**src/common/periph_config.svh**
```systemverilog
// ------------------------------
// Bus widths, register indices
// and reset values
// ------------------------------
`ifndef PERIPH_CONFIG_SVH
`define PERIPH_CONFIG_SVH

`define PERIPH_DATA_W        32
`define PERIPH_ADDR_W        11
`define PERIPH_REGION_BIT    10             // Host address bit that picks RAM
`define PERIPH_RAM_AW        8
`define PERIPH_BAUD_W        16
`define PERIPH_BAUD_RESET    16'd16         // Cycles per serial bit after reset
`define PERIPH_BYTE_W        8
`define PERIPH_DIP_W         16
`define PERIPH_IRQ_W         3
`define PERIPH_REG_IDX_W     4
`define PERIPH_UNMAPPED_WORD 32'hDEADBEEF

`define REG_LED       4'd0
`define REG_BAUD      4'd1
`define REG_TX        4'd2
`define REG_RX_ACK    4'd3
`define REG_IRQ_EN    4'd4
`define REG_UART_STAT 4'd5
`define REG_IRQ_STAT  4'd6
`define REG_DIP       4'd7

`endif

```
**src/common/periph_pkg.sv**
```systemverilog
// ------------------------------
// Shared vector types, bus and
// UART structs, FSM encodings
// ------------------------------
`default_nettype none
`include "periph_config.svh"

package periph_pkg;

   typedef logic [`PERIPH_DATA_W-1:0] word_t;
   typedef logic [`PERIPH_ADDR_W-1:0] host_addr_t;
   typedef logic [`PERIPH_RAM_AW-1:0] ram_addr_t;
   typedef logic [`PERIPH_BYTE_W-1:0] byte_t;
   typedef logic [`PERIPH_BAUD_W-1:0] baud_t;     // Clock cycles per bit
   typedef logic [`PERIPH_DIP_W-1:0]  dip_t;
   typedef logic [`PERIPH_IRQ_W-1:0]  irq_vec_t;  // {tx idle, rx error, rx done}

   typedef struct packed {
      logic       en;
      logic       we;
      host_addr_t addr;
      word_t      wdata;
   } host_req_t;

   typedef struct packed {
      logic  tx_start;                            // One-cycle pulse
      byte_t tx_byte;
      logic  rx_ack;                              // One-cycle pulse
      baud_t baud;
   } uart_cmd_t;

   // Read back right-aligned, rx_byte in the low byte
   typedef struct packed {
      logic  is_recv;
      logic  is_trans;
      logic  recv_err;
      logic  received;
      byte_t rx_byte;
   } uart_stat_t;

   typedef enum logic [1:0] {TX_IDLE, TX_START, TX_DATA, TX_STOP} tx_state_e;
   typedef enum logic [1:0] {RX_IDLE, RX_START, RX_DATA, RX_STOP} rx_state_e;

endpackage

`default_nettype wire

```
**src/uart/uart_tx.sv**
```systemverilog
// ------------------------------
// UART transmitter, 8N1
// ------------------------------
`timescale 1ns/1ns
`default_nettype none

module uart_tx import periph_pkg::*;
(
   input  wire       msoc_clk,
   input  wire       rstn,
   input  uart_cmd_t uart_cmd_i,
   output logic      tx_o,
   output logic      is_trans_o
);

   tx_state_e  state_q;
   baud_t      cnt_q;
   baud_t      reload;
   logic [2:0] bit_q;
   byte_t      shift_q;
   logic       tx_q;
   logic       tick;
   logic       load;
   logic       shift_en;

   assign reload   = uart_cmd_i.baud - 1'b1;
   assign tick     = (cnt_q == '0);
   assign load     = (state_q == TX_IDLE) && uart_cmd_i.tx_start;
   assign shift_en = tick && (state_q == TX_START || state_q == TX_DATA);

   always_ff @(posedge msoc_clk or negedge rstn)
   begin
      if (!rstn)
      begin
         state_q <= TX_IDLE;
         cnt_q   <= '0;
         bit_q   <= '0;
         tx_q    <= 1'b1;
      end
      else
      begin
         if (!tick)
            cnt_q <= cnt_q - 1'b1;
         case (state_q)
            TX_IDLE:
               if (uart_cmd_i.tx_start)
               begin
                  state_q <= TX_START;
                  tx_q    <= 1'b0;                // Start bit
                  cnt_q   <= reload;
               end
            TX_START:
               if (tick)
               begin
                  state_q <= TX_DATA;
                  tx_q    <= shift_q[0];          // LSB first
                  bit_q   <= '0;
                  cnt_q   <= reload;
               end
            TX_DATA:
               if (tick)
               begin
                  cnt_q <= reload;
                  if (bit_q == 3'd7)
                  begin
                     state_q <= TX_STOP;
                     tx_q    <= 1'b1;
                  end
                  else
                  begin
                     bit_q <= bit_q + 1'b1;
                     tx_q  <= shift_q[0];
                  end
               end
            default:
               if (tick)
                  state_q <= TX_IDLE;
         endcase
      end
   end

   always_ff @(posedge msoc_clk)
   begin
      if (load)
         shift_q <= uart_cmd_i.tx_byte;
      else if (shift_en)
         shift_q <= shift_q >> 1;
   end

   assign tx_o       = tx_q;
   assign is_trans_o = (state_q != TX_IDLE);

endmodule

`default_nettype wire

```
**config.mk**
```make
export PLATFORM = sky130hd
export DESIGN_NAME = uart_tx
export DESIGN_NICKNAME = d
export VERILOG_FILES = /design/src/common/periph_pkg.sv /design/src/uart/uart_tx.sv
export VERILOG_INCLUDE_DIRS = /design/src /design/src/common
export SDC_FILE = /design/constraint.sdc
export NUM_CORES = 1
export LEC_CHECK = 0
export BUFFER_PORTS_ARGS = -buffer_cell sky130_fd_sc_hd__buf_2
export CORE_MARGIN = 3
export CORE_UTILIZATION = 61
export DETAILED_ROUTE_END_ITERATION = 8
export PLACE_DENSITY = 0.85
export SYNTH_ARGS = -nofsm -noshare
export SYNTH_HDL_FRONTEND = slang
export SYNTH_SLANG_ARGS = --single-unit
```
**constraint.sdc**
```tcl
create_clock -name msoc_clk -period 3.2 [get_ports msoc_clk]
set_input_delay 0.48 -clock msoc_clk [delete_from_list [all_inputs] [get_ports msoc_clk]]
set_output_delay 0.48 -clock msoc_clk [all_outputs]
set_load 0.02 [all_outputs]
```
# Yosys cells after proc, flatten, opt, wreduce, memory -nomap -nowiden
# Index checks and enable logic that the tools add are counted.
[totals]
wordCells = 51
mem_bits_rw = 0
input_bits = 28
mem_bits_ro = 0
out_inout_bits = 2
latchBits = 0
ff_bits = 30
n_memories = 0
[op_classes]
add_sub_neg = 3
bitwise_logic = 0
n_div = 0
n_mux = 21
reduce_logical = 14
n_lt_le_gt_ge = 0
shifts = 0
multipliers = 0
eq_ne = 8
[op_table]
columns = ["cell", "n"]
rows = [
  ["$mux W16", 3],
  ["$pmux W16 S2", 1],
  ["$sub A16 B1 Y16 const B", 2],
  ["$logic_not A16 Y1", 1],
  ["$mux W8", 2],
  ["$mux W2", 5],
  ["$mux W3", 3],
  ["$ne A2 B2 Y1 const B", 4],
  ["$reduce_and A4 Y1", 2],
  ["$reduce_bool A2 Y1", 4],
  ["$pmux W2 S3", 1],
  ["$pmux W3 S2", 1],
  ["$reduce_and A5 Y1", 1],
  ["$mux W1", 4],
  ["$add A3 B1 Y3 const B", 1],
  ["$eq A3 B3 Y1 const B", 1],
  ["$pmux W1 S3", 1],
  ["$reduce_bool A3 Y1", 1],
  ["$eq A2 B1 Y1 const B", 1],
  ["$eq A2 B2 Y1 const B", 1],
  ["$logic_and A1 B1 Y1", 2],
  ["$logic_not A2 Y1", 1],
  ["$ne A2 B1 Y1 const B", 1],
  ["$reduce_or A2 Y1", 1],
  ["$logic_or A1 B1 Y1", 1],
]

# Longest topological paths before layout
[depth]
ltp_word = 5
ltp_mapped = 9
depth_no_buf = 7

# Least setup slack after synthesis
# OpenSTA, ideal clock, no wires.
[synth_timing]
kind = "register to register"
start = "register cnt_q[0]"
end = "register cnt_q[14]"
stages_incl_launch_ff = 10
path_buffers = 2
path_slack_ns = 1.104
setup_ns = 0.080
t_required_ns = 3.120
period_less_slack_ns = 2.096
arrival_ns = 2.017
cell_sequence = "dfrtp_1 -> inv_1 -> ha_1 -> nor4b_2 -> nand4_2 -> o21ai_2 -> nand2b_1 -> buf_2 -> buf_6 -> o22ai_2"
[synth_between]
elab_chain_len = 4
word_cells_on_any_way = 6
cone_classes = "1 x add/sub; 4 x mux; 1 x reduce/logical"
[synth_rtl]
columns = ["element", "line", "source"]
rows = [
  ["start, declared", "uart_tx.sv:17", "baud_t cnt_q;"],
  ["start signal, assigned", "uart_tx.sv:43", "cnt_q <= cnt_q - 1'b1;"],
  ["start signal, assigned", "uart_tx.sv:50", "cnt_q <= reload;"],
  ["start signal, assigned", "uart_tx.sv:58", "cnt_q <= reload;"],
  ["$sub A16 B1 Y16 / $logic_not A16 Y1 (equally long branches)", "uart_tx.sv:43, uart_tx.sv:27", ""],
  ["$mux W16", "uart_tx.sv:42", "if (!tick)"],
  ["$mux W16, on equally long branches", "uart_tx.sv:53, uart_tx.sv:61, uart_tx.sv:46", ""],
  ["$pmux W16 S2 *", "uart_tx.sv:44", "case (state_q)"],
]
# Mark *: on every way between the ends. The rest lies on a longest branch, timed or not.
# A chain may end at the register's enable or synchronous reset.

# Worst setup path after layout
[layout_timing]
start = "register cnt_q[0]"
end = "register cnt_q[4]"
# The elaborated chain is that of the path after synthesis.

==> implementation parameters <==
Parameter                              Value

Status
  Result of the run    finished, final reports clean

STA
  Final setup viols    0
  Setup repair after global routing missed its margin    false
  Setup slack after layout    0.6929 ns
  Final clock skew    0.01371 ns
  Least-Margin Pin Slew    0.7631 ns
  Share of the cycle needed by the critical path after routing    0.7835
  Count of pins over their slew limit    0
  Final Critical Period    2.507 ns
  Accumulated negative setup slack    0 ns
  Peak Freq    0.3989 GHz
  Max-Slew Margin vs Limit    0.4913
  Hold Violations, Final    0

Cells and area
  Commonest cells after routing, fill and taps aside    sky130_fd_sc_hd__buf_2 (28), sky130_fd_sc_hd__dfrtp_1 (21), sky130_fd_sc_hd__xnor2_1 (16), sky130_fd_sc_hd__o22ai_1 (16), sky130_fd_sc_hd__nor2_1 (15)
  Final layout net count    268
  Fraction of layout instances using a drive strength above 1    0.2543
  Final core utilization    0.7190
  Storage cell area    792.0 um^2
  Fill cell total of the finished layout    265
  Synth-to-layout area growth    10.95%
  Final instance area    2231 um^2
  Multi-input gate area in the final layout    1154 um^2
  Antenna cells    0
  Most frequent standard cell in the layout excluding fill and tap cells    sky130_fd_sc_hd__buf_2

Routing
  TritonRoute pass-1 iters    4
  Number of nets with antenna violations after detailed routing    0
  DRC errors left    0
  Routed WL per cell    14.70 um
  Aggregate routed wire length    4056 um
  Violation count after the first detailed-route iteration    62
  Total number of vias    1632
  Vias per cell    5.913

Setup path
  Capturing element type of the critical path    flop
  Largest fanout on the critical path    16
  Depth of the worst register-to-register path    8
  CP startpoint kind    flop
  Reg2Reg Capture Point    cnt_q[4]
  WP data arrival    2.76 ns
  WS Path Type    flop to flop
  Reg-to-reg critical path startpoint    cnt_q[0]
  Required time of the worst setup path    3.45 ns
  Slack of the worst reg-to-reg path    0.69 ns

CTS
  Number of buffers created by CTS    5
  Resized Gates After CTS    0
  Worst skew pair latency    0.34 ns
  Clock transition at the registers of the reported paths    0.10 ns
  Setup Fix Bufs, Post-CTS    0
  Hold bufs inserted after CTS    0
  H-Tree Depth    2
  CTS tree    built
  Clk buf depth    2
  Num Clock Sinks    30
  Clock Tree Root    sky130_fd_sc_hd__clkbuf_4

Global routing
  GR Util All Layers    0.2129
  Total congestion overflow after global routing    0
  Global-route wire length before repair    6679 um
  Via count of the first global-routing pass    1553
  Initial antenna violation count    0
  Pin count of the biggest net entering global routing    23

Placed design
  Routability congestion estimate    0.8274
  Sum of net half-perimeters after detailed placement    3023 um
  Setup slack at placement    0.7282 ns
  IO Port Bufs    28
  Post-placement cell area    2182 um^2

Synthesis
  Largest family of logic cells by synthesized area    simple AND/OR/NAND/NOR gates
  Number of warnings issued by yosys    0
  EDFF count, synth    8
  Async set or reset register ratio after synthesis    0.7333
  Net count of the mapped netlist    237
  Post-synthesis cell type count    49
  Top FF cell, synth    sky130_fd_sc_hd__dfrtp_1
  Cell taking the most area after synthesis    sky130_fd_sc_hd__dfrtp_1
  Simple-gate share of the synthesized area    0.2110
  Synth Area in Adders    0.05600
  Flip-flop and latch count after synthesis    30
  Top cells by area in the synthesized netlist    sky130_fd_sc_hd__dfrtp_1 (26%), sky130_fd_sc_hd__edfxtp_1 (12%), sky130_fd_sc_hd__xnor2_1 (7.0%)
  Post-synthesis compound-gate area fraction    0.1450
  Seq/Total Area, Yosys    0.3939
  Post-synth design cell area    2011 um^2
  Syn Area/Cell    10.05 um^2
  Area share of the largest cell type after synthesis    0.2614
  XOR/XNOR Fraction of Synth Area    0.09583
  Share of synthesized area spent on multiplexers    0.06596
  Cells after synthesis    200

Pwr
  Power per cell area    493.7 nW/um^2
  Leakage component of the power    0.8362 nW
  Maximum VDD drop    0.3133 mV

Die
  Number of placed I/O pins    30
  Die Width    63.41 um
  Die Ht    63.41 um
  Std cell rows    20
  Core area    3103 um^2
  Initial Utilization    0.6480
  Die footprint    4021 um^2

Worst hold path
  Worst min path class    input pin to asynchronous set/reset pin

Job
  Max-Cap Viols    0
[state kept, by name (all words and copies together), names as in the netlist]
register  cells
cnt_q        16
tx_o          1
bit_q         3
state_q       2
shift_q       8
[worst max-delay path, stage by stage, from the launching register on]
cell                       delay (ns)
sky130_fd_sc_hd__dfrtp_1         0.42
sky130_fd_sc_hd__inv_1           0.13
sky130_fd_sc_hd__ha_1            0.16
sky130_fd_sc_hd__nor4b_2         0.29
sky130_fd_sc_hd__nand4_2         0.33
sky130_fd_sc_hd__o21ai_2         0.21
sky130_fd_sc_hd__buf_4           0.19
sky130_fd_sc_hd__nand2b_1        0.36
sky130_fd_sc_hd__o22ai_1         0.32
[power breakdown]
group | switching [mW] | internal (mW) | total [mW]
clock network | 0.131 | 0.0780 | 0.209
logic | 0.162 | 0.152 | 0.314
registers | 0.104 | 0.474 | 0.578
[worst max-delay path by stage]
stage                        start   endpoint  slack [ns]  cells after the start
after floorplan           cnt_q[0]  cnt_q[14]        1.10                      9
after global placement    cnt_q[0]   cnt_q[8]        0.77                      7
after detailed placement  cnt_q[0]   cnt_q[4]        0.73                      8
after CTS                 cnt_q[0]   cnt_q[4]        0.70                      8
after global routing      cnt_q[0]  cnt_q[15]        0.54                      8
final                     cnt_q[0]   cnt_q[4]        0.69                      8
[cells in the mapped netlist, types with 3 or more instances]
library cell / number
sky130_fd_sc_hd__nand2_1: 12
sky130_fd_sc_hd__dfrtp_1: 21
sky130_fd_sc_hd__nand3_1: 5
sky130_fd_sc_hd__mux2_2: 10
sky130_fd_sc_hd__nor2b_1: 3
sky130_fd_sc_hd__o22ai_1: 16
sky130_fd_sc_hd__a22o_1: 4
sky130_fd_sc_hd__o21ai_0: 8
sky130_fd_sc_hd__a21oi_1: 5
sky130_fd_sc_hd__ha_1: 9
sky130_fd_sc_hd__xnor2_1: 16
sky130_fd_sc_hd__xor2_1: 6
sky130_fd_sc_hd__nand4_1: 3
sky130_fd_sc_hd__nor2_1: 15
sky130_fd_sc_hd__edfxtp_1: 8
sky130_fd_sc_hd__nor4_1: 5
sky130_fd_sc_hd__inv_1: 7
sky130_fd_sc_hd__nand2b_1: 3
sky130_fd_sc_hd__nor3_1: 8
sky130_fd_sc_hd__or3_1: 4
[area by class of cell]
type	count	area share
multi-input cells	157	0.5171
clock buffers	5	0.01683
clock inverters	3	0.005048
well taps	44	0.02468
inverters	7	0.01178
flip-flops and latches	30	0.3550
repair buffers	30	0.06955
[through the flow]
step | total power [mW] | hold slack (ns) | std cells
final | 1.101 | 0.09159 | 276
after global routing | 1.168 | 0.1173 | 276
after CTS | 1.105 | 0.09962 | 276
after detailed placement | 0.8944 | 0.4792 | 268
after global placement | 0.8772 | 0.4808 | 268
after floorplan | 0.7964 | 0.1844 | 200
[cells by family after synthesis]
kind of cell    after synthesis
flops                        30
fa+ha+maj                     9
buf+inv                      13
simple gates                 71
compound gates               43
xor+xnor                     22
mux                          12
[metal layers]
| metal | track usage | part of all wire |
|---|---|---|
| met3 | 0.04991 | 0.040 |
| met2 | 0.3833 | 0.52 |
| met1 | 0.2394 | 0.43 |
| met5 | 0 | 0 |
| met4 | 0.08625 | 0.0084 |
Note: power is estimated with default switching activity, not from simulation.
