`src/common/periph_config.svh`:
```
// ------------------------------
// Bus widths, register indices
// and reset values
// ------------------------------
`ifndef PERIPH_CONFIG_SVH
`define PERIPH_CONFIG_SVH

`define PERIPH_DATA_W        32
`define PERIPH_ADDR_W        11
`define PERIPH_REGION_BIT    10             // Host address bit that picks RAM
`define PERIPH_RAM_AW        8
`define PERIPH_BAUD_W        16
`define PERIPH_BAUD_RESET    16'd16         // Cycles per serial bit after reset
`define PERIPH_BYTE_W        8
`define PERIPH_DIP_W         16
`define PERIPH_IRQ_W         3
`define PERIPH_REG_IDX_W     4
`define PERIPH_UNMAPPED_WORD 32'hDEADBEEF

`define REG_LED       4'd0
`define REG_BAUD      4'd1
`define REG_TX        4'd2
`define REG_RX_ACK    4'd3
`define REG_IRQ_EN    4'd4
`define REG_UART_STAT 4'd5
`define REG_IRQ_STAT  4'd6
`define REG_DIP       4'd7

`endif

```
`src/common/periph_pkg.sv`:
```
// ------------------------------
// Shared vector types, bus and
// UART structs, FSM encodings
// ------------------------------
`default_nettype none
`include "periph_config.svh"

package periph_pkg;

   typedef logic [`PERIPH_DATA_W-1:0] word_t;
   typedef logic [`PERIPH_ADDR_W-1:0] host_addr_t;
   typedef logic [`PERIPH_RAM_AW-1:0] ram_addr_t;
   typedef logic [`PERIPH_BYTE_W-1:0] byte_t;
   typedef logic [`PERIPH_BAUD_W-1:0] baud_t;     // Clock cycles per bit
   typedef logic [`PERIPH_DIP_W-1:0]  dip_t;
   typedef logic [`PERIPH_IRQ_W-1:0]  irq_vec_t;  // {tx idle, rx error, rx done}

   typedef struct packed {
      logic       en;
      logic       we;
      host_addr_t addr;
      word_t      wdata;
   } host_req_t;

   typedef struct packed {
      logic  tx_start;                            // One-cycle pulse
      byte_t tx_byte;
      logic  rx_ack;                              // One-cycle pulse
      baud_t baud;
   } uart_cmd_t;

   // Read back right-aligned, rx_byte in the low byte
   typedef struct packed {
      logic  is_recv;
      logic  is_trans;
      logic  recv_err;
      logic  received;
      byte_t rx_byte;
   } uart_stat_t;

   typedef enum logic [1:0] {TX_IDLE, TX_START, TX_DATA, TX_STOP} tx_state_e;
   typedef enum logic [1:0] {RX_IDLE, RX_START, RX_DATA, RX_STOP} rx_state_e;

endpackage

`default_nettype wire

```
`src/uart/uart_rx.sv`:
```
// ------------------------------
// UART receiver with majority
// input filter
// ------------------------------
`timescale 1ns/1ns
`default_nettype none

module uart_rx import periph_pkg::*;
(
   input  wire        msoc_clk,
   input  wire        rstn,
   input  wire        rx_i,
   input  uart_cmd_t  uart_cmd_i,
   output uart_stat_t stat_o
);

   logic [2:0] samp_q;
   logic       maj;
   logic       maj_q;
   logic       maj_prev_q;
   logic       start_edge;
   rx_state_e  state_q;
   baud_t      cnt_q;
   baud_t      reload;
   baud_t      half;
   logic       tick;
   logic [2:0] bit_q;
   byte_t      data_q;
   byte_t      rx_byte_q;
   logic       received_q;
   logic       recv_err_q;

   // Two of three samples win, filters single-cycle glitches
   assign maj        = (samp_q[0] & samp_q[1]) | (samp_q[1] & samp_q[2]) |
                       (samp_q[0] & samp_q[2]);
   assign start_edge = maj_prev_q & ~maj_q;
   assign reload     = uart_cmd_i.baud - 1'b1;
   assign half       = (uart_cmd_i.baud >> 1) - 1'b1;
   assign tick       = (cnt_q == '0);

   always_ff @(posedge msoc_clk or negedge rstn)
   begin
      if (!rstn)
      begin
         samp_q     <= '1;                        // Idle line is high
         maj_q      <= 1'b1;
         maj_prev_q <= 1'b1;
         state_q    <= RX_IDLE;
         cnt_q      <= '0;
         bit_q      <= '0;
         rx_byte_q  <= '0;
         received_q <= 1'b0;
         recv_err_q <= 1'b0;
      end
      else
      begin
         samp_q     <= {samp_q[1:0], rx_i};
         maj_q      <= maj;
         maj_prev_q <= maj_q;
         if (!tick)
            cnt_q <= cnt_q - 1'b1;
         if (uart_cmd_i.rx_ack)
         begin
            received_q <= 1'b0;
            recv_err_q <= 1'b0;
         end
         case (state_q)
            RX_IDLE:
               if (start_edge)
               begin
                  state_q <= RX_START;
                  cnt_q   <= half;                // Aim at mid start bit
               end
            RX_START:
               if (tick)
               begin
                  state_q <= maj_q ? RX_IDLE : RX_DATA;   // Glitch returns to idle
                  bit_q   <= '0;
                  cnt_q   <= reload;
               end
            RX_DATA:
               if (tick)
               begin
                  cnt_q <= reload;
                  bit_q <= bit_q + 1'b1;
                  if (bit_q == 3'd7)
                     state_q <= RX_STOP;
               end
            default:
               if (tick)
               begin
                  state_q   <= RX_IDLE;
                  rx_byte_q <= data_q;
                  if (maj_q)
                     received_q <= 1'b1;
                  else
                     recv_err_q <= 1'b1;          // Low stop bit
               end
         endcase
      end
   end

   always_ff @(posedge msoc_clk)
   begin
      if (state_q == RX_DATA && tick)
         data_q <= {maj_q, data_q[7:1]};          // LSB arrives first
   end

   assign stat_o = {(state_q != RX_IDLE), 1'b0, recv_err_q, received_q, rx_byte_q};

endmodule

`default_nettype wire

```
`config.mk`:
```
export PLATFORM = sky130hd
export DESIGN_NAME = uart_rx
export DESIGN_NICKNAME = d
export VERILOG_FILES = /design/src/common/periph_pkg.sv /design/src/uart/uart_rx.sv
export VERILOG_INCLUDE_DIRS = /design/src /design/src/common
export SDC_FILE = /design/constraint.sdc
export NUM_CORES = 1
export LEC_CHECK = 0
export BUFFER_PORTS_ARGS = -buffer_cell sky130_fd_sc_hd__buf_2
export CAP_MARGIN = 30
export CELL_PAD_IN_SITES_DETAIL_PLACEMENT = 0
export CELL_PAD_IN_SITES_GLOBAL_PLACEMENT = 1
export CORE_ASPECT_RATIO = 2
export CORE_MARGIN = 2
export CORE_UTILIZATION = 44
export CTS_BUF_LIST = sky130_fd_sc_hd__clkbuf_4 sky130_fd_sc_hd__clkbuf_8 sky130_fd_sc_hd__clkbuf_16
export CTS_CLUSTER_DIAMETER = 150
export DETAILED_ROUTE_END_ITERATION = 7
export PLACE_DENSITY = 0.81
export SYNTH_ARGS = -nofsm -noshare
export SYNTH_HDL_FRONTEND = slang
export SYNTH_SLANG_ARGS = --single-unit
```
`constraint.sdc`:
```
create_clock -name msoc_clk -period 3.41 [get_ports msoc_clk]
set_clock_uncertainty 0.05 [all_clocks]
set_input_delay 0 -clock msoc_clk [delete_from_list [all_inputs] [get_ports msoc_clk]]
set_output_delay 0 -clock msoc_clk [all_outputs]
set_load 0.03 [all_outputs]
```
[Word-level counts from Yosys, hierarchy flattened]
Cells that the tools add are included.
Word-level totals
  register bits after elaboration: 44
  bits of input ports: 29
  output and inout port bits: 12
Operators by class
  add/subtract/negate cells: 4
  equal/unequal tests: 7
  mux-type cells: 22
  bitwise logic cells: 8
  reductions and logical operators: 11
Operator list (number)
  two-way mux 16 bit: 3
  case mux 16 bit (2 select lines): 1
  subtractor 16 x 1 -> 16 bit, second input constant: 2
  logical NOT 16 bit: 1
  subtractor 15 x 1 -> 16 bit, second input constant: 1
  two-way mux 2 bit: 6
  two-way mux 1 bit: 8
  inequality test 2 bit, second input constant: 4
  two-way mux 3 bit: 2
  case mux 2 bit (3 select lines): 1
  case mux 3 bit (2 select lines): 1
  nonzero test 2 bit: 3
  AND reduction 5 bit: 1
  AND 1 bit: 4
  adder 3 x 1 -> 3 bit, second input constant: 1
  equality test 3 bit, second input constant: 1
  AND reduction 3 bit: 1
  OR reduction 3 bit: 1
  equality test 2 x 1 -> 1 bit, second input constant: 1
  equality test 2 bit, second input constant: 1
  logical NOT 2 bit: 1
  NOT 1 bit: 2
  bitwise OR 1 bit: 2
  AND reduction 2 bit: 1
  2 further kinds: 2

[Logic depth before layout (Yosys ltp)]
  word-level depth: 4
  depth in mapped cells: 9
  depth with buffers taken out: 8

[Worst setup path after synthesis]
Ideal clock, no wire load.
  kind: register to register
  from: register cnt_q[0]
  to: register data_q[0], enable pin
  setup time: 0.376 ns
  arrival time: 2.170 ns
  required time: 2.984 ns
  slack: 0.813 ns
  cell stages (with the launch flop): 8
  path buffers: 1
  clock period less this slack: 2.597 ns
  cells stage by stage: dfrtp_1 -> inv_1 -> ha_1 -> or4b_1 -> nor4_1 -> nand2b_1 -> clkbuf_1 -> nor2_1
Between the ends
  longest elaborated chain between the ends: 2
Ends and longest elaborated chain
  start: declaration: line uart_rx.sv:23  | baud_t cnt_q;
  start signal: assignment: line uart_rx.sv:61  | cnt_q <= cnt_q - 1'b1;
  start signal: assignment: line uart_rx.sv:72  | cnt_q <= half;
  start signal: assignment: line uart_rx.sv:79  | cnt_q <= reload;
  logical NOT 16 bit: line uart_rx.sv:39  | assign tick = (cnt_q == '0);
  logical AND 1 bit: line uart_rx.sv:105  | if (state_q == RX_DATA && tick)
  end signal: assignment: line uart_rx.sv:106  | data_q <= {maj_q, data_q[7:1]};
  end: declaration: line uart_rx.sv:28  | byte_t data_q;
No other way between the ends.
A chain may end at the register's enable or synchronous reset.

[Worst setup path in the final report]
  from: register cnt_q[0]
  to: register cnt_q[1]
Between the ends
  longest elaborated chain between the ends: 4
  elaborated cells between the ends (all ways): 6
Ends and longest elaborated chain
  subtractor 16 x 1 -> 16 bit / logical NOT 16 bit (equally long branches): line uart_rx.sv:61, uart_rx.sv:39
  two-way mux 16 bit: line uart_rx.sv:60  | if (!tick)
  two-way mux 16 bit (on tied branches): line uart_rx.sv:75, uart_rx.sv:82, uart_rx.sv:69
  case mux 16 bit (2 select lines) (*): line uart_rx.sv:67  | case (state_q)
Mark *: on every way between the ends. The rest lies on a longest branch, timed or not.

==> flow_summary.json <==
{
  "clock-root-buffer": "clkbuf_16",
  "fin_tns_setup_ns": 0,
  "cts_resized": 0,
  "syn_avg_cell_area_um2": 9.77,
  "stdcell_area_um2": 3100,
  "insertedDiodeCount": 0,
  "ys_ff_latch": 44,
  "drv_slew": 0,
  "power.leakage_nw": 1.30,
  "synth_edf_count": 8,
  "cp_slowest_cell": "or4b_1",
  "numCtsBuffers": 5,
  "yosysMostFrequentCell": "dfrtp_1",
  "cellPowerDensity_nw_per_um2": 648,
  "die_h_um": 115,
  "grt_use_total_pct": 20.6,
  "max_freq_mhz": 349,
  "slew_headroom_pct": 47.2,
  "grt_pass1_vias": 2265,
  "synth_top_area_cell": "dfrtp_1",
  "grt_start_max_net_pins": 37,
  "cts_tree": "built",
  "clock_latency_ns": 0.29,
  "setup_viol": 0,
  "h-tree-depth": 2,
  "netlist_instances": 277,
  "hpwlAfterDp_mm": 4.85,
  "cp-end-kind": "flip-flop",
  "core-area_um2": 5960,
  "drive_gt1_share_pct": 19.5,
  "hp-class": "input port to flip-flop",
  "intPower_mw": 1.24,
  "grt-ovfl-total": 0,
  "clkPwrFrac_pct": 22.8,
  "synthFlopType": "dfrtp_1",
  "ant_nets": 0,
  "antenna_found_initial": 0,
  "crit_path_start_kind": "flip-flop",
  "nNetsFinal": 352,
  "swShare_pct": 38.0,
  "synthesis.nets": 317,
  "viasPerCell": 5.79,
  "rows": 40,
  "drtPass1Iterations": 4,
  "hold_viol": 0,
  "place_area_um2": 2920,
  "finalCriticalPeriod_ns": 2.86,
  "crit_type": "flip-flop to flip-flop",
  "grt_pass1_wl_mm": 10.5,
  "post_cts_buffers": 0,
  "worst_pin_slew_ns": 0.792,
  "rsz0062_at_grt": "false",
  "path_max_fanout": 10,
  "cts.sinks": 44,
  "wl_per_cell_um": 16.2,
  "ios": 41,
  "maxCapViolCount": 0,
  "wl_mm": 6.09,
  "drt_iter0_drc": 52,
  "finalCritPeriodShare_pct": 84.0,
  "worstPathRequired_ns": 3.55,
  "clk_pin_slew_ns": 0.06,
  "die_area_um2": 6830,
  "yosysWarnings": 0,
  "vias": 2177,
  "filler_cell_count": 596,
  "port_buffers": 30,
  "yosysTopAreaCellShare_pct": 28.7,
  "synthTopCellsByArea": "dfrtp_1, edfxtp_1, xnor2_1",
  "p_comb_share_pct": 40.1,
  "slowest_delay_ns": 0.49,
  "cp.arrival_ns": 3.01,
  "area_growth_syn_to_layout_pct": 14.5,
  "power.switching_uw": 763,
  "syn_area_um2": 2710,
  "async_reset_ff_share_pct": 81.8,
  "start_util_pct": 45.4,
  "cp_cell_sequence": "inv_1, ha_1, or4b_1, or4_1, nor2_2, buf_4, nand2_1, o22a_1, o221ai_1",
  "max-vdd-ir-drop_mv": 0.238,
  "ys_seq_area_share_pct": 42.4,
  "synthDistinctLibCells": 51,
  "ctsLongestPathBuffers": 2,
  "drc_errors": 0,
  "die_w_um": 59.4,
  "outcome": "complete, no violations",
  "synthTopCellsByCount": "dfrtp_1, xnor2_1, nand2_1, nor3_1, nor2_1",
  "final_cells": 376,
  "numPlacedInstances": 364,
  "gp_congestion": 0.902,
  "power_frac_seq_pct": 37.1
}
==> power by group through the flow <==
| stage | Combinational [mW] | Sequential (mW) | Clock (mW) |
|---|---|---|---|
| finish | 0.806 | 0.745 | 0.457 |
| global route | 0.898 | 0.762 | 0.490 |
| CTS | 0.802 | 0.745 | 0.465 |
| detailed placement | 0.790 | 0.754 | 0 |
| global placement | 0.777 | 0.750 | 0 |
| floorplan | 0.563 | 0.734 | 0 |
==> area by class of cell <==
type                            instances  area, um2  share of cell area (%)
Clock inverter                          3       13.8                   0.444
Clock buffer                            5        125                    4.04
Multi-Input combinational cell        208       1450                    46.8
Sequential cell                        44       1150                    37.0
Tap cell                               63       78.8                    2.54
Inverter                               13       48.8                    1.58
Timing Repair Buffer                   40        235                    7.59
==> through the flow <==
step | setup slack (ns) | hold WS, ns | power (mW) | util (%)
2_1_floorplan | 0.813 | -0.346 | 1.30 | -
3_3_place_gp | 0.603 | 0.0556 | 1.53 | 49.0
3_5_place_dp | 0.579 | 0.0573 | 1.54 | 49.0
4_1_cts | 0.558 | 0.0566 | 2.01 | 52.0
5_1_grt | 0.331 | 0.0791 | 2.15 | 52.0
6_report | 0.546 | 0.0644 | 2.01 | 52.0
==> path summary, 6_finish.rpt <==
path | from | cells after the start | endpoint | slack [ns]
worst min-delay path | uart_cmd_i[14] | 3 | cnt_q[14] | 0.06
worst max-delay path | cnt_q[0] | 9 | cnt_q[1] | 0.55
worst max register to register | cnt_q[0] | 9 | cnt_q[1] | 0.55
worst min register to register | samp_q[0] | 0 | samp_q[1] | 0.32
min in group asynchronous | rstn | 2 | cnt_q[3] | 0.29
max in group asynchronous | rstn | 2 | rx_byte_q[1] | 2.52
==> worst max-delay path: cells and delay by family (launching register included) <==
| family | cells | cell delay [ns] |
|---|---|---|
| compound gates | 2 | 0.39 |
| buf+inv | 2 | 0.36 |
| simple gates | 4 | 1.41 |
| flops | 1 | 0.40 |
| fa+ha+maj | 1 | 0.15 |
==> cells by family after synthesis <==
family	share of synthesized area [%]
compound gates	14.2
xor+xnor	12.0
fa+ha+maj	5.46
buf+inv	4.02
flops	42.4
mux	4.12
other cells	0.139
simple gates	17.7
==> routing by layer <==
| layer | vias to the layer above | routed length (um) | global-route usage (%) |
|---|---|---|---|
| met2 | 56 | 3440 | 36.8 |
| met1 | 1033 | 2170 | 20.9 |
| met5 | - | 0 | 0 |
| met3 | 21 | 155 | 2.36 |
| li1 | 1067 | - | - |
| met4 | 0 | 324 | 14.8 |
==> registers in the layout, indices dropped and copies added (netlist names) <==
| name | cells |
|---|---|
| cnt_q | 16 |
| data_q | 8 |
| rx_byte_q | 8 |
| bit_q | 3 |
| samp_q | 3 |
| state_q | 2 |
| maj_prev_q | 1 |
| maj_q | 1 |
| received_q | 1 |
| recv_err_q | 1 |
==> placed cells by master (no fill, tap or decap), types with 4 or more instances in the layout <==
cell and n:
dfrtp_1 31, buf_2 30, xnor2_1 24, nand2_1 23
nor3_1 18, nor2_1 14, inv_1 13, xor2_1 13
o21ai_0 11, ha_1 11, mux2_2 9, a21oi_1 8
edfxtp_1 8, o22ai_1 7, nand3_1 6, nor4_1 6
a22oi_1 6, buf_4 6, or4_1 5, clkbuf_16 5
dfstp_2 5, o22a_1 4, dlygate4sd3_1 4
==> timing repair <==
item,4_1_cts,5_1_grt
hold endpoints to repair,35,0
hold buffers,4,0
setup endpoints to repair,0,0
Power figures use the tool's default switching activity.
