==> config.mk <==
export PLATFORM = sky130hd
export DESIGN_NAME = ctrl_regs
export DESIGN_NICKNAME = d
export VERILOG_FILES = /design/src/common/periph_pkg.sv /design/src/logic/ctrl_regs.sv
export VERILOG_INCLUDE_DIRS = /design/src /design/src/common
export SDC_FILE = /design/constraint.sdc
export NUM_CORES = 1
export LEC_CHECK = 0
export ABC_AREA = 1
export BUFFER_PORTS_ARGS = -buffer_cell sky130_fd_sc_hd__buf_2
export CAP_MARGIN = 30
export CORE_ASPECT_RATIO = 1.25
export CORE_MARGIN = 2
export CORE_UTILIZATION = 35
export DETAILED_ROUTE_END_ITERATION = 8
export PLACE_DENSITY_LB_ADDON = 0.2
export SLEW_MARGIN = 15
export SYNTH_ARGS = -nofsm -noshare
export SYNTH_HDL_FRONTEND = slang
export SYNTH_SLANG_ARGS = --single-unit
==> constraint.sdc <==
create_clock -name msoc_clk -period 1.8 [get_ports msoc_clk]
set_clock_uncertainty 0.15 [all_clocks]
set_input_delay 0.36 -clock msoc_clk [delete_from_list [all_inputs] [get_ports msoc_clk]]
set_output_delay 0.36 -clock msoc_clk [all_outputs]
set_load 0.1 [all_outputs]
==> src/common/periph_config.svh <==
// ------------------------------
// Bus widths, register indices
// and reset values
// ------------------------------
`ifndef PERIPH_CONFIG_SVH
`define PERIPH_CONFIG_SVH

`define PERIPH_DATA_W        32
`define PERIPH_ADDR_W        11
`define PERIPH_REGION_BIT    10             // Host address bit that picks RAM
`define PERIPH_RAM_AW        8
`define PERIPH_BAUD_W        16
`define PERIPH_BAUD_RESET    16'd16         // Cycles per serial bit after reset
`define PERIPH_BYTE_W        8
`define PERIPH_DIP_W         16
`define PERIPH_IRQ_W         3
`define PERIPH_REG_IDX_W     4
`define PERIPH_UNMAPPED_WORD 32'hDEADBEEF

`define REG_LED       4'd0
`define REG_BAUD      4'd1
`define REG_TX        4'd2
`define REG_RX_ACK    4'd3
`define REG_IRQ_EN    4'd4
`define REG_UART_STAT 4'd5
`define REG_IRQ_STAT  4'd6
`define REG_DIP       4'd7

`endif

==> src/common/periph_pkg.sv <==
// ------------------------------
// Shared vector types, bus and
// UART structs, FSM encodings
// ------------------------------
`default_nettype none
`include "periph_config.svh"

package periph_pkg;

   typedef logic [`PERIPH_DATA_W-1:0] word_t;
   typedef logic [`PERIPH_ADDR_W-1:0] host_addr_t;
   typedef logic [`PERIPH_RAM_AW-1:0] ram_addr_t;
   typedef logic [`PERIPH_BYTE_W-1:0] byte_t;
   typedef logic [`PERIPH_BAUD_W-1:0] baud_t;     // Clock cycles per bit
   typedef logic [`PERIPH_DIP_W-1:0]  dip_t;
   typedef logic [`PERIPH_IRQ_W-1:0]  irq_vec_t;  // {tx idle, rx error, rx done}

   typedef struct packed {
      logic       en;
      logic       we;
      host_addr_t addr;
      word_t      wdata;
   } host_req_t;

   typedef struct packed {
      logic  tx_start;                            // One-cycle pulse
      byte_t tx_byte;
      logic  rx_ack;                              // One-cycle pulse
      baud_t baud;
   } uart_cmd_t;

   // Read back right-aligned, rx_byte in the low byte
   typedef struct packed {
      logic  is_recv;
      logic  is_trans;
      logic  recv_err;
      logic  received;
      byte_t rx_byte;
   } uart_stat_t;

   typedef enum logic [1:0] {TX_IDLE, TX_START, TX_DATA, TX_STOP} tx_state_e;
   typedef enum logic [1:0] {RX_IDLE, RX_START, RX_DATA, RX_STOP} rx_state_e;

endpackage

`default_nettype wire

==> src/logic/ctrl_regs.sv <==
// ------------------------------
// Control register bank, UART
// commands and interrupt logic
// ------------------------------
`timescale 1ns/1ns
`default_nettype none
`include "periph_config.svh"

module ctrl_regs import periph_pkg::*;
(
   input  wire        msoc_clk,
   input  wire        rstn,
   input  host_req_t  reg_req_i,
   output word_t      rdata_o,
   input  dip_t       dip_i,
   output byte_t      led_o,
   input  uart_stat_t uart_stat_i,
   output uart_cmd_t  uart_cmd_o,
   output logic       irq_o
);

   logic [`PERIPH_REG_IDX_W-1:0] idx;
   logic     wr;
   byte_t    led_q;
   baud_t    baud_q;
   byte_t    tx_byte_q;
   logic     tx_start_q;
   logic     rx_ack_q;
   irq_vec_t irq_en_q;
   irq_vec_t irq_stat_q;
   irq_vec_t irq_now;
   logic     irq_q;
   dip_t     dip_q;
   word_t    rd_word;
   word_t    rdata_q;

   assign idx = reg_req_i.addr[`PERIPH_REG_IDX_W-1:0];
   assign wr  = reg_req_i.en & reg_req_i.we;

   // Bit 2 is transmitter idle, not busy
   assign irq_now = {~uart_stat_i.is_trans, uart_stat_i.recv_err, uart_stat_i.received};

   always_ff @(posedge msoc_clk or negedge rstn)
   begin
      if (!rstn)
      begin
         led_q      <= '0;
         baud_q     <= `PERIPH_BAUD_RESET;
         tx_start_q <= 1'b0;
         rx_ack_q   <= 1'b0;
         irq_en_q   <= '0;
         irq_stat_q <= '0;
         irq_q      <= 1'b0;
         dip_q      <= '0;
      end
      else
      begin
         tx_start_q <= 1'b0;                      // Pulses last one cycle
         rx_ack_q   <= 1'b0;
         dip_q      <= dip_i;
         irq_stat_q <= irq_now;
         irq_q      <= |(irq_stat_q & irq_en_q);
         if (wr)
         begin
            case (idx)
               `REG_LED:    led_q      <= reg_req_i.wdata[`PERIPH_BYTE_W-1:0];
               `REG_BAUD:   baud_q     <= reg_req_i.wdata[`PERIPH_BAUD_W-1:0];
               `REG_TX:     tx_start_q <= 1'b1;
               `REG_RX_ACK: rx_ack_q   <= 1'b1;
               `REG_IRQ_EN: irq_en_q   <= reg_req_i.wdata[`PERIPH_IRQ_W-1:0];
               default:     ;                     // Read-only or unmapped
            endcase
         end
      end
   end

   always_comb
   begin
      case (idx)
         `REG_LED:       rd_word = word_t'(led_q);
         `REG_BAUD:      rd_word = word_t'(baud_q);
         `REG_TX:        rd_word = word_t'(tx_byte_q);
         `REG_RX_ACK:    rd_word = '0;
         `REG_IRQ_EN:    rd_word = word_t'(irq_en_q);
         `REG_UART_STAT: rd_word = word_t'(uart_stat_i);
         `REG_IRQ_STAT:  rd_word = word_t'(irq_stat_q);
         `REG_DIP:       rd_word = word_t'(dip_q);
         default:        rd_word = `PERIPH_UNMAPPED_WORD;
      endcase
   end

   always_ff @(posedge msoc_clk)
   begin
      if (wr && idx == `REG_TX)
         tx_byte_q <= reg_req_i.wdata[`PERIPH_BYTE_W-1:0];
      if (reg_req_i.en)
         rdata_q <= rd_word;                      // Word returned next cycle
   end

   assign rdata_o    = rdata_q;
   assign led_o      = led_q;
   assign irq_o      = irq_q;
   assign uart_cmd_o = {tx_start_q, tx_byte_q, rx_ack_q, baud_q};

endmodule

`default_nettype wire

---- Word-level counts from Yosys, hierarchy flattened ----
Index checks and enable logic that the tools add are counted.
W data, S select, Z words.
cells by class
  eq/ne operators ......................... 7
  reductions and logical operators ........ 6
  bitwise gates (word level) .............. 3
  mux-type cells .......................... 5
operators with widths
  kind                  number
  $pmux W32 S8          1
  $eq A4 B3 Y1 const B  4
  $eq A4 B2 Y1 const B  2
  $reduce_and A2 Y1     3
  $eq A4 B1 Y1 const B  1
  $logic_not A4 Y1      1
  $mux W1               4
  $and A3 B3 Y3         1
  $reduce_or A3 Y1      1
  $and A1 B1 Y1         1
  $logic_and A1 B1 Y1   1
  $not A1 Y1            1
storage, ports and cells
  flip-flop bits (word level) ............. 89
  input port bits ......................... 75
  output and inout port bits .............. 67

---- Logic depth before layout (Yosys ltp) ----
Gate-level depths: netlist (run 1).
  word-level depth ........................ 3
  mapped depth ............................ 7
  gate-level depth less buffers ........... 7

---- Worst setup path after synthesis (run 1) ----
Ideal clock, no wire load.
  path type ............................... reg-to-output
  start ................................... register rdata_o[30] (netlist name)
  end ..................................... output rdata_o[18]
  setup slack ............................. -209 ps
  path buffers ............................ 1
  cell stages (with the launch flop) ...... 2
  arrival ................................. 1499 ps
  cells stage by stage .................... edfxtp_1 buf_4
RTL lines
  what           RTL line         RTL
  end, declared  ctrl_regs.sv:14  output word_t rdata_o,

---- Worst setup path after layout (run 1) ----
  start ................................... register led_q[1] (netlist: led_o[1])
  end ..................................... output led_o[1]
RTL lines
  what                    RTL line         RTL
  start, declared         ctrl_regs.sv:24  byte_t led_q;
  start signal, assigned  ctrl_regs.sv:66  `REG_LED: led_q <= reg_req_i.wdata[`PERIPH_BYTE_W-1:0];
  end, declared           ctrl_regs.sv:16  output byte_t led_o,
No word-level cell between the ends.

==> results.txt, run 1 <==
----------------------------------------------------
[Die]
  Initial cell density of the core ... 36.4%
  Row count ... 38
  Std-Cell Core Area ... 0.00875 mm2
  Die H ... 111 um
  Die X ... 89.3 um
  Boundary pin count ... 142
  Die area ... 0.00988 mm2

[Critical path]
  Critical path type ... reg -> out
  Launching element of the worst setup path ... led_o[1]$_DFFE_PN0P_
  Buffer and inverter count on the worst path ... 1
  Data required time at the worst endpoint ... 1.29 ns
  R2r setup slk ... 0.68 ns
  Biggest fanout along the worst timing path ... 3
  Critical Path Stages ... 1
  CP endpoint kind ... output pin
  Count of cells along the worst register-to-register path ... 4
  Crit path to ... led_o[1]
  Launch point of the worst reg-to-reg path ... baud_q[2]$_DFFE_PN0P_
  Slowest Stage Delay on Critical Path ... 0.47 ns
  Max stage delay cell, worst path ... buf_2
  CP cell instances ... buf_2
  Worst flop-to-flop path endpoint ... rdata_o[2]$_DFFE_PP_
  Worst setup SP type ... flop
  Crit-path leading delay family ... buffers and inverters
  Critical path arrival ... 1.20 ns

[STA]
  Number of hold violations in the final report ... 0
  Setup slack after layout ... 0.0899 ns
  Total negative setup slack ... 0 ns
  Final setup violation count ... 0
  Worst-case hold slack ... 0.0260 ns
  Minimum period implied by the final worst setup slack ... 1.71 ns
  Relative slew margins ... 62.5%
  Unrepaired setup endpoints after global routing ... no
  Worst slew pin tran ... 0.562 ns
  Slew Limit Fails ... 0
  Max Clk Rate ... 585 MHz
  Final worst path period share ... 95.0%

[Global route]
  Remaining global-route overflow ... 0
  Maximum number of pins on one net before global-route repair ... 50
  Total track usage ... 18.1%
  Initial antenna violation count ... 0
  First-pass GRT wire length ... 13,400 um
  Via count of the first global-routing pass ... 2,636

[Routing]
  Post-detailed-route wirelength per cell ... 14.5 um
  TritonRoute pass-1 iters ... 4
  DR iter-0 viols ... 170
  Antenna Violating Nets Remaining ... 0
  Via Count ... 2,693
  Routed wire length ... 8610 um
  DRC violations left ... 0
  Routed via count divided by cell count ... 4.53

[Logic synthesis]
  Most instantiated library cell after synthesis ... nand2_1
  Most common flop cell mapped by yosys ... dfrtp_1
  Seq cells post-synth ... 74
  Async set-or-reset flop fraction in the synthesized netlist ... 66.2%
  Cell Area, Synth ... 0.00318 mm2
  Mean instance size in the synthesized netlist ... 9.51 um2
  Library cell occupying the most area in the post-synthesis netlist ... dfrtp_1
  Top post-synthesis cells by count ... nand2_1 (99), dfrtp_1 (48), nand3_1 (48)
  Synthesized netlist cell count ... 335
  Main area contributors after synthesis ... dfrtp_1 (38%), edfxtp_1 (24%), nand2_1 (12%)
  Number of flops mapped to enable cells by yosys ... 25
  Post-synth top area share ... 37.7%
  Number of warnings reported in the yosys synthesis log ... 0
  Cell variety after synth ... 23
  Seq/Total Area, Yosys ... 62.1%

[Clocking]
  H-tree lvl count ... 3
  Number of buffers added by the clock tree synthesis step ... 9
  CTS root buffer ... clkbuf_8
  Clk_lat worst skew ... 0.34 ns
  Clock Pin Slew Worst Setup and Hold Paths ... 0.07 ns
  CTS Buffer Depth ... 2
  Total clock sinks ... 74
  Clock tree from TritonCTS ... done

[Power]
  Leak ... 2.22 nW
  IR Drop Worst-Case VDD ... 651 uV
  Total power of the final layout ... 4.95 mW
  Pwr per Cell Area ... 1160 mW/mm2

[Run status]
  Outcome ... finished clean

[Place]
  Half-perimeter wire length after detailed placement ... 6150 um
  Inst Count DP ... 557
  Routability-driven placement congestion ratio ... 0.808
  Worst setup slack after placement ... -0.240 ns
  Number of port buffers ... 113

[Final layout]
  Final Non-Filler Cells ... 594
  Number of antenna diodes ... 0
  Layout overhead on the synthesized area ... 34.3%
  Final net count ... 544
  Fraction of final layout cells with drive strength greater than 1 ... 32.7%

[Worst hold path]
  Hold-critical path depth ... 2
  Hold Path Class ... in -> reg

[Run]
  MaxCap Viol Count ... 0

----------------------------------------------------
[state kept, by name, indices dropped and copies added, names as in the netlist]
name,flops
led_o,8
irq_en_q,3
rx_ack_q,1
tx_start_q,1
irq_o,1
tx_byte_q,8
baud_q,16
irq_stat_q,3
rdata_o,17
dip_q,16
[kinds of logic (layout without fill, tap and decap cells)]
group	count (synthesis)	count (layout)	share of synthesized area, %
AOI/OAI and AO/OA	19	19	3.22
buffers and inverters	55	190	9.04
DFF	74	74	62.1
other	1	5	0.118
and+or+nand+nor	186	186	25.5
[worst reg2reg max path: stages (launching register included)]
cell and delay (ns):
dfrtp_1 0.41, nand3_1 0.09, nand2_1 0.05, nor2_1 0.13
nand2_1 0.06
[metrics by stage]
stage                     instance area (um2)  util [%]
after floorplan                          3200         -
after global routing                     4280      48.9
after CTS                                4230      48.4
after detailed placement                 3860      44.1
final                                    4280      48.9
after global placement                   3860      44.1
[cell usage in the layout (no fill, tap or decap), types with 2 or more instances in the layout]
master / instances
buf_2: 101
nand2_1: 99
nand3_1: 48
dfrtp_1: 48
nor2_1: 27
inv_1: 25
edfxtp_1: 25
buf_4: 24
dlygate4sd3_1: 19
clkbuf_8: 12
o21ai_0: 10
o21ai_1: 7
conb_1: 5
nor2_2: 4
nand4_1: 3
o21ai_2: 2
clkinv_2: 2
clkbuf_1: 2
buf_12: 2
[power breakdown]
group	internal [mW]	switching [mW]
clock	0.611	0.580
combinational	0.293	1.43
sequential	1.92	0.116
total	2.82	2.13
[per-layer routing]
layer | wire, um | global-route usage [%] | vias up
met5 | 0 | 0 | -
met4 | 124 | 6.57 | 0
met3 | 368 | 4.04 | 6
met2 | 4630 | 30.9 | 73
met1 | 3480 | 22.0 | 1287
li1 | - | - | 1327
[final cells by class]
type | count | area (um2)
Fill cell | 882 | 4470
Clock inverter | 2 | 10.0
Sequential cell | 74 | 1980
Multi-Input combinational cell | 210 | 936
Tap cell | 120 | 150
Inverter | 26 | 97.6
Timing Repair Buffer | 148 | 932
Clock buffer | 14 | 173
[worst min path at each step]
stage	startpoint	endpoint	slack (ns)
6_report	uart_stat_i[10]	irq_stat_q[2]$_DFF_PN0_	0.03
2_1_floorplan	rstn	baud_q[0]$_DFFE_PN0P_	-0.09
5_1_grt	uart_stat_i[10]	irq_stat_q[2]$_DFF_PN0_	0.007
3_5_place_dp	rstn	dip_q[6]$_DFF_PN0_	0.23
4_1_cts	uart_stat_i[10]	irq_stat_q[2]$_DFF_PN0_	0.005
3_3_place_gp	rstn	dip_q[6]$_DFF_PN0_	0.22
[repair_timing]
item                                   in CTS  in global routing
cloned                                      0                  0
setup endpoints to repair                  11                 13
endpoints found under the hold margin      66                  0
pin swaps                                   0                  0
hold buffers                               19                  0
buffers inserted                            0                  2
resized for setup                           0                 24
Note: power is estimated with default switching activity, not from simulation.
==> run 2, diff against run 1 <==
PLACE_DENSITY = 0.69   (was default)
PLACE_DENSITY_LB_ADDON = default   (was 0.2)
==> run 2 against run 1 <==
Against the previous run: global-route usage decreased by 0.28 points; highest routed layer unchanged; flip-flop and latch count is the same; final cell count decreased by 0.34%; worst hold slack improved by 0.022 ns; largest cell class unchanged; via count grew 0.71%.
==> results.txt, run 2 (synthesis results as in run 1) <==
----------------------------------------------------
[Worst hold path]
  Hold path start ... reg_req_i[2]
  Hold-critical path depth ... 1 (-1)
  Hold Path Class ... in -> reg
  Endpoint of the worst hold-timing path ... tx_byte_q[2]$_DFFE_PP_

[Final layout]
  Flip-flop count of the largest register after layout ... 17 (unchanged)
  Final Non-Filler Cells ... 592 (-0.34%)
  Layout overhead on the synthesized area ... 35.6%
  Number of antenna diodes ... 0 (unchanged)
  Final net count ... 542 (-0.37%)
  Most frequent cells in the layout ... buf_2 (101), nand2_1 (99), nand3_1 (48), dfrtp_1 (48), nor2_1 (28)
  Total area of multi-input combinational cells ... 933 um2 (-0.27%)
  Non-Filler Cell Area, Final ... 0.00432 mm2 (+0.99%)
  Fillcell total ... 850 (-3.6%)
  Fraction of final layout cells with drive strength greater than 1 ... 32.2% (-0.50 points)
  Storage cell area ... 0.00198 mm2 (unchanged)
  Leading cell type in the layout, fill and taps excluded ... buf_2

[Critical path]
  Launch point of the worst reg-to-reg path ... baud_q[4]$_DFFE_PN1P_
  Max stage delay cell, worst path ... buf_2
  Worst setup SP type ... flop
  R2r setup slk ... 0.66 ns (-0.02 ns)
  Biggest fanout along the worst timing path ... 3 (unchanged)
  Buffer and inverter count on the worst path ... 1 (unchanged)
  CP endpoint kind ... output pin
  Critical path type ... reg -> out
  CP cell instances ... buf_2
  Slowest Stage Delay on Critical Path ... 0.45 ns (-0.02 ns)
  Critical path arrival ... 1.20 ns (about the same)
  Count of cells along the worst register-to-register path ... 4 (unchanged)
  Data required time at the worst endpoint ... 1.29 ns (about the same)
  Crit-path leading delay family ... buffers and inverters
  Worst flop-to-flop path endpoint ... rdata_o[4]$_DFFE_PP_

[Power]
  Pwr per Cell Area ... 1210 mW/mm2 (+4.3%)
  IR Drop Worst-Case VDD ... 425 uV (-35%)
  Total power of the final layout ... 5.21 mW (+5.4%)
  Leak ... 2.22 nW (+0.39%)

[STA]
  Minimum period implied by the final worst setup slack ... 1.71 ns (-0.00156 ns)
  Worst slew pin tran ... 0.914 ns (+0.352 ns)
  Worst-case hold slack ... 0.0477 ns (+0.0217 ns)
  Max Clk Rate ... 585 MHz (about the same)
  Unrepaired setup endpoints after global routing ... no
  Number of hold violations in the final report ... 0 (unchanged)
  Slew Limit Fails ... 0 (unchanged)
  Relative slew margins ... 38.9% (-24 points)
  Final setup violation count ... 0 (unchanged)
  Final worst path period share ... 94.9% (about the same)
  Setup slack after layout ... 0.0914 ns (+0.00156 ns)

[Global route]
  Maximum number of pins on one net before global-route repair ... 50 (unchanged)
  Initial antenna violation count ... 0 (unchanged)
  Via count of the first global-routing pass ... 2,731 (+3.6%)
  Total track usage ... 17.9% (-0.28 points)
  Remaining global-route overflow ... 0 (unchanged)
  First-pass GRT wire length ... 13,200 um (-1.8%)

[Routing]
  DR iter-0 viols ... 223 (+31%)
  DRC violations left ... 0 (unchanged)
  Routed wire length ... 8400 um (-2.4%)
  Post-detailed-route wirelength per cell ... 14.2 um (-2.1%)
  Max Used Layer ... met4
  Met3 Wirelength ... 603 um (+64%)
  Via Count ... 2,712 (+0.71%)
  Post-route met1 wirelength ... 3150 um (-9.5%)
  Antenna Violating Nets Remaining ... 0 (unchanged)
  Met2 layer wire length in the routed design ... 4360 um (-5.8%)
  TritonRoute pass-1 iters ... 4 (unchanged)
  Routed via count divided by cell count ... 4.58 (+1.0%)

[Clocking]
  Clock Pin Slew Worst Setup and Hold Paths ... 0.08 ns (about the same)
  Clk_lat worst skew ... 0.35 ns (about the same)
  Total clock sinks ... 74 (unchanged)
  Number of buffers added by the clock tree synthesis step ... 9 (unchanged)
  Clock tree from TritonCTS ... done
  CTS root buffer ... clkbuf_8
  H-tree lvl count ... 3 (unchanged)
  CTS Buffer Depth ... 2 (unchanged)

[Die]
  Die H ... 111 um (unchanged)
  Row count ... 38 (unchanged)
  Std-Cell Core Area ... 0.00875 mm2 (unchanged)
  Die area ... 0.00988 mm2 (unchanged)
  Die X ... 89.3 um (unchanged)
  Initial cell density of the core ... 36.4% (unchanged)
  Boundary pin count ... 142 (unchanged)

[Run]
  MaxCap Viol Count ... 0 (unchanged)

[Place]
  Worst setup slack after placement ... -0.247 ns (-0.00682 ns)
  Area after detailed placement ... 0.00385 mm2 (-0.26%)
  Routability-driven placement congestion ratio ... 0.827 (+2.4%)
  Inst Count DP ... 554 (-0.54%)
  Half-perimeter wire length after detailed placement ... 6000 um (-2.4%)
  Number of port buffers ... 113 (unchanged)

[Run status]
  Outcome ... finished clean

----------------------------------------------------
==> run 2: cell types whose count changed in the layout (fill, tap and decap cells not counted) <==
cell and change:
bufinv_16 +2, clkinv_1 +1, nor2_1 +1, clkbuf_8 -1, buf_4 -4, buf_12 +1
clkbuf_1 -2, clkinvlp_4 +1, nor2_2 -1, clkinv_2 -1, dlygate4sd3_1 +1
==> run 2: how the worst max path moves through the flow <==
stage,slack (ns),endpoint,cells after the start,from
2_1_floorplan,-0.21,rdata_o[18],1,rdata_o[30]$_DFFE_PP_
3_3_place_gp,-0.17,rdata_o[5]$_DFFE_PP_,6,reg_req_i[33]
3_5_place_dp,-0.25,rdata_o[3]$_DFFE_PP_,6,reg_req_i[33]
4_1_cts,-0.04,rdata_o[27],1,rdata_o[30]$_DFFE_PP_
5_1_grt,0.03,rdata_o[5]$_DFFE_PP_,6,reg_req_i[33]
6_report,0.09,led_o[1],1,led_o[1]$_DFFE_PN0P_
==> run 2: metal layers <==
metal	global-route usage (%)	vias up
met3	4.19	18
met2	29.5	118
li1	-	1319
met4	9.55	0
met5	0	-
met1	20.9	1257
==> run 2: through the flow <==
stage / setup TNS (ns) / util (%)
after global placement: -0.662 / 44.0
final: 0 / 49.4
after global routing: 0 / 49.4
after floorplan: -2.09 / -
after detailed placement: -1.05 / 44.0
after CTS: -0.467 / 48.9
==> run 2: area by class of cell <==
cell class	count	area share, %
clock buffers	11	3.51
multi-input cells	210	21.6
repair buffers	146	21.6
well taps	120	3.48
clock inverters	5	1.77
inverters	26	2.26
flip-flops and latches	74	45.8
==> run 2: timing repair <==
| item | CTS | global route |
|---|---|---|
| gates resized for setup | 0 | 23 |
| cloned | 0 | 0 |
| endpoints found under the hold margin | 67 | 0 |
| hold buffers | 20 | 0 |
| setup buffers | 0 | 2 |
| setup endpoints to repair | 11 | 11 |
==> run 2: report_power, final <==
part	switching [mW]	internal, mW
registers	0.114	1.92
logic	1.44	0.295
clock network	0.600	0.849
total	2.15	3.06
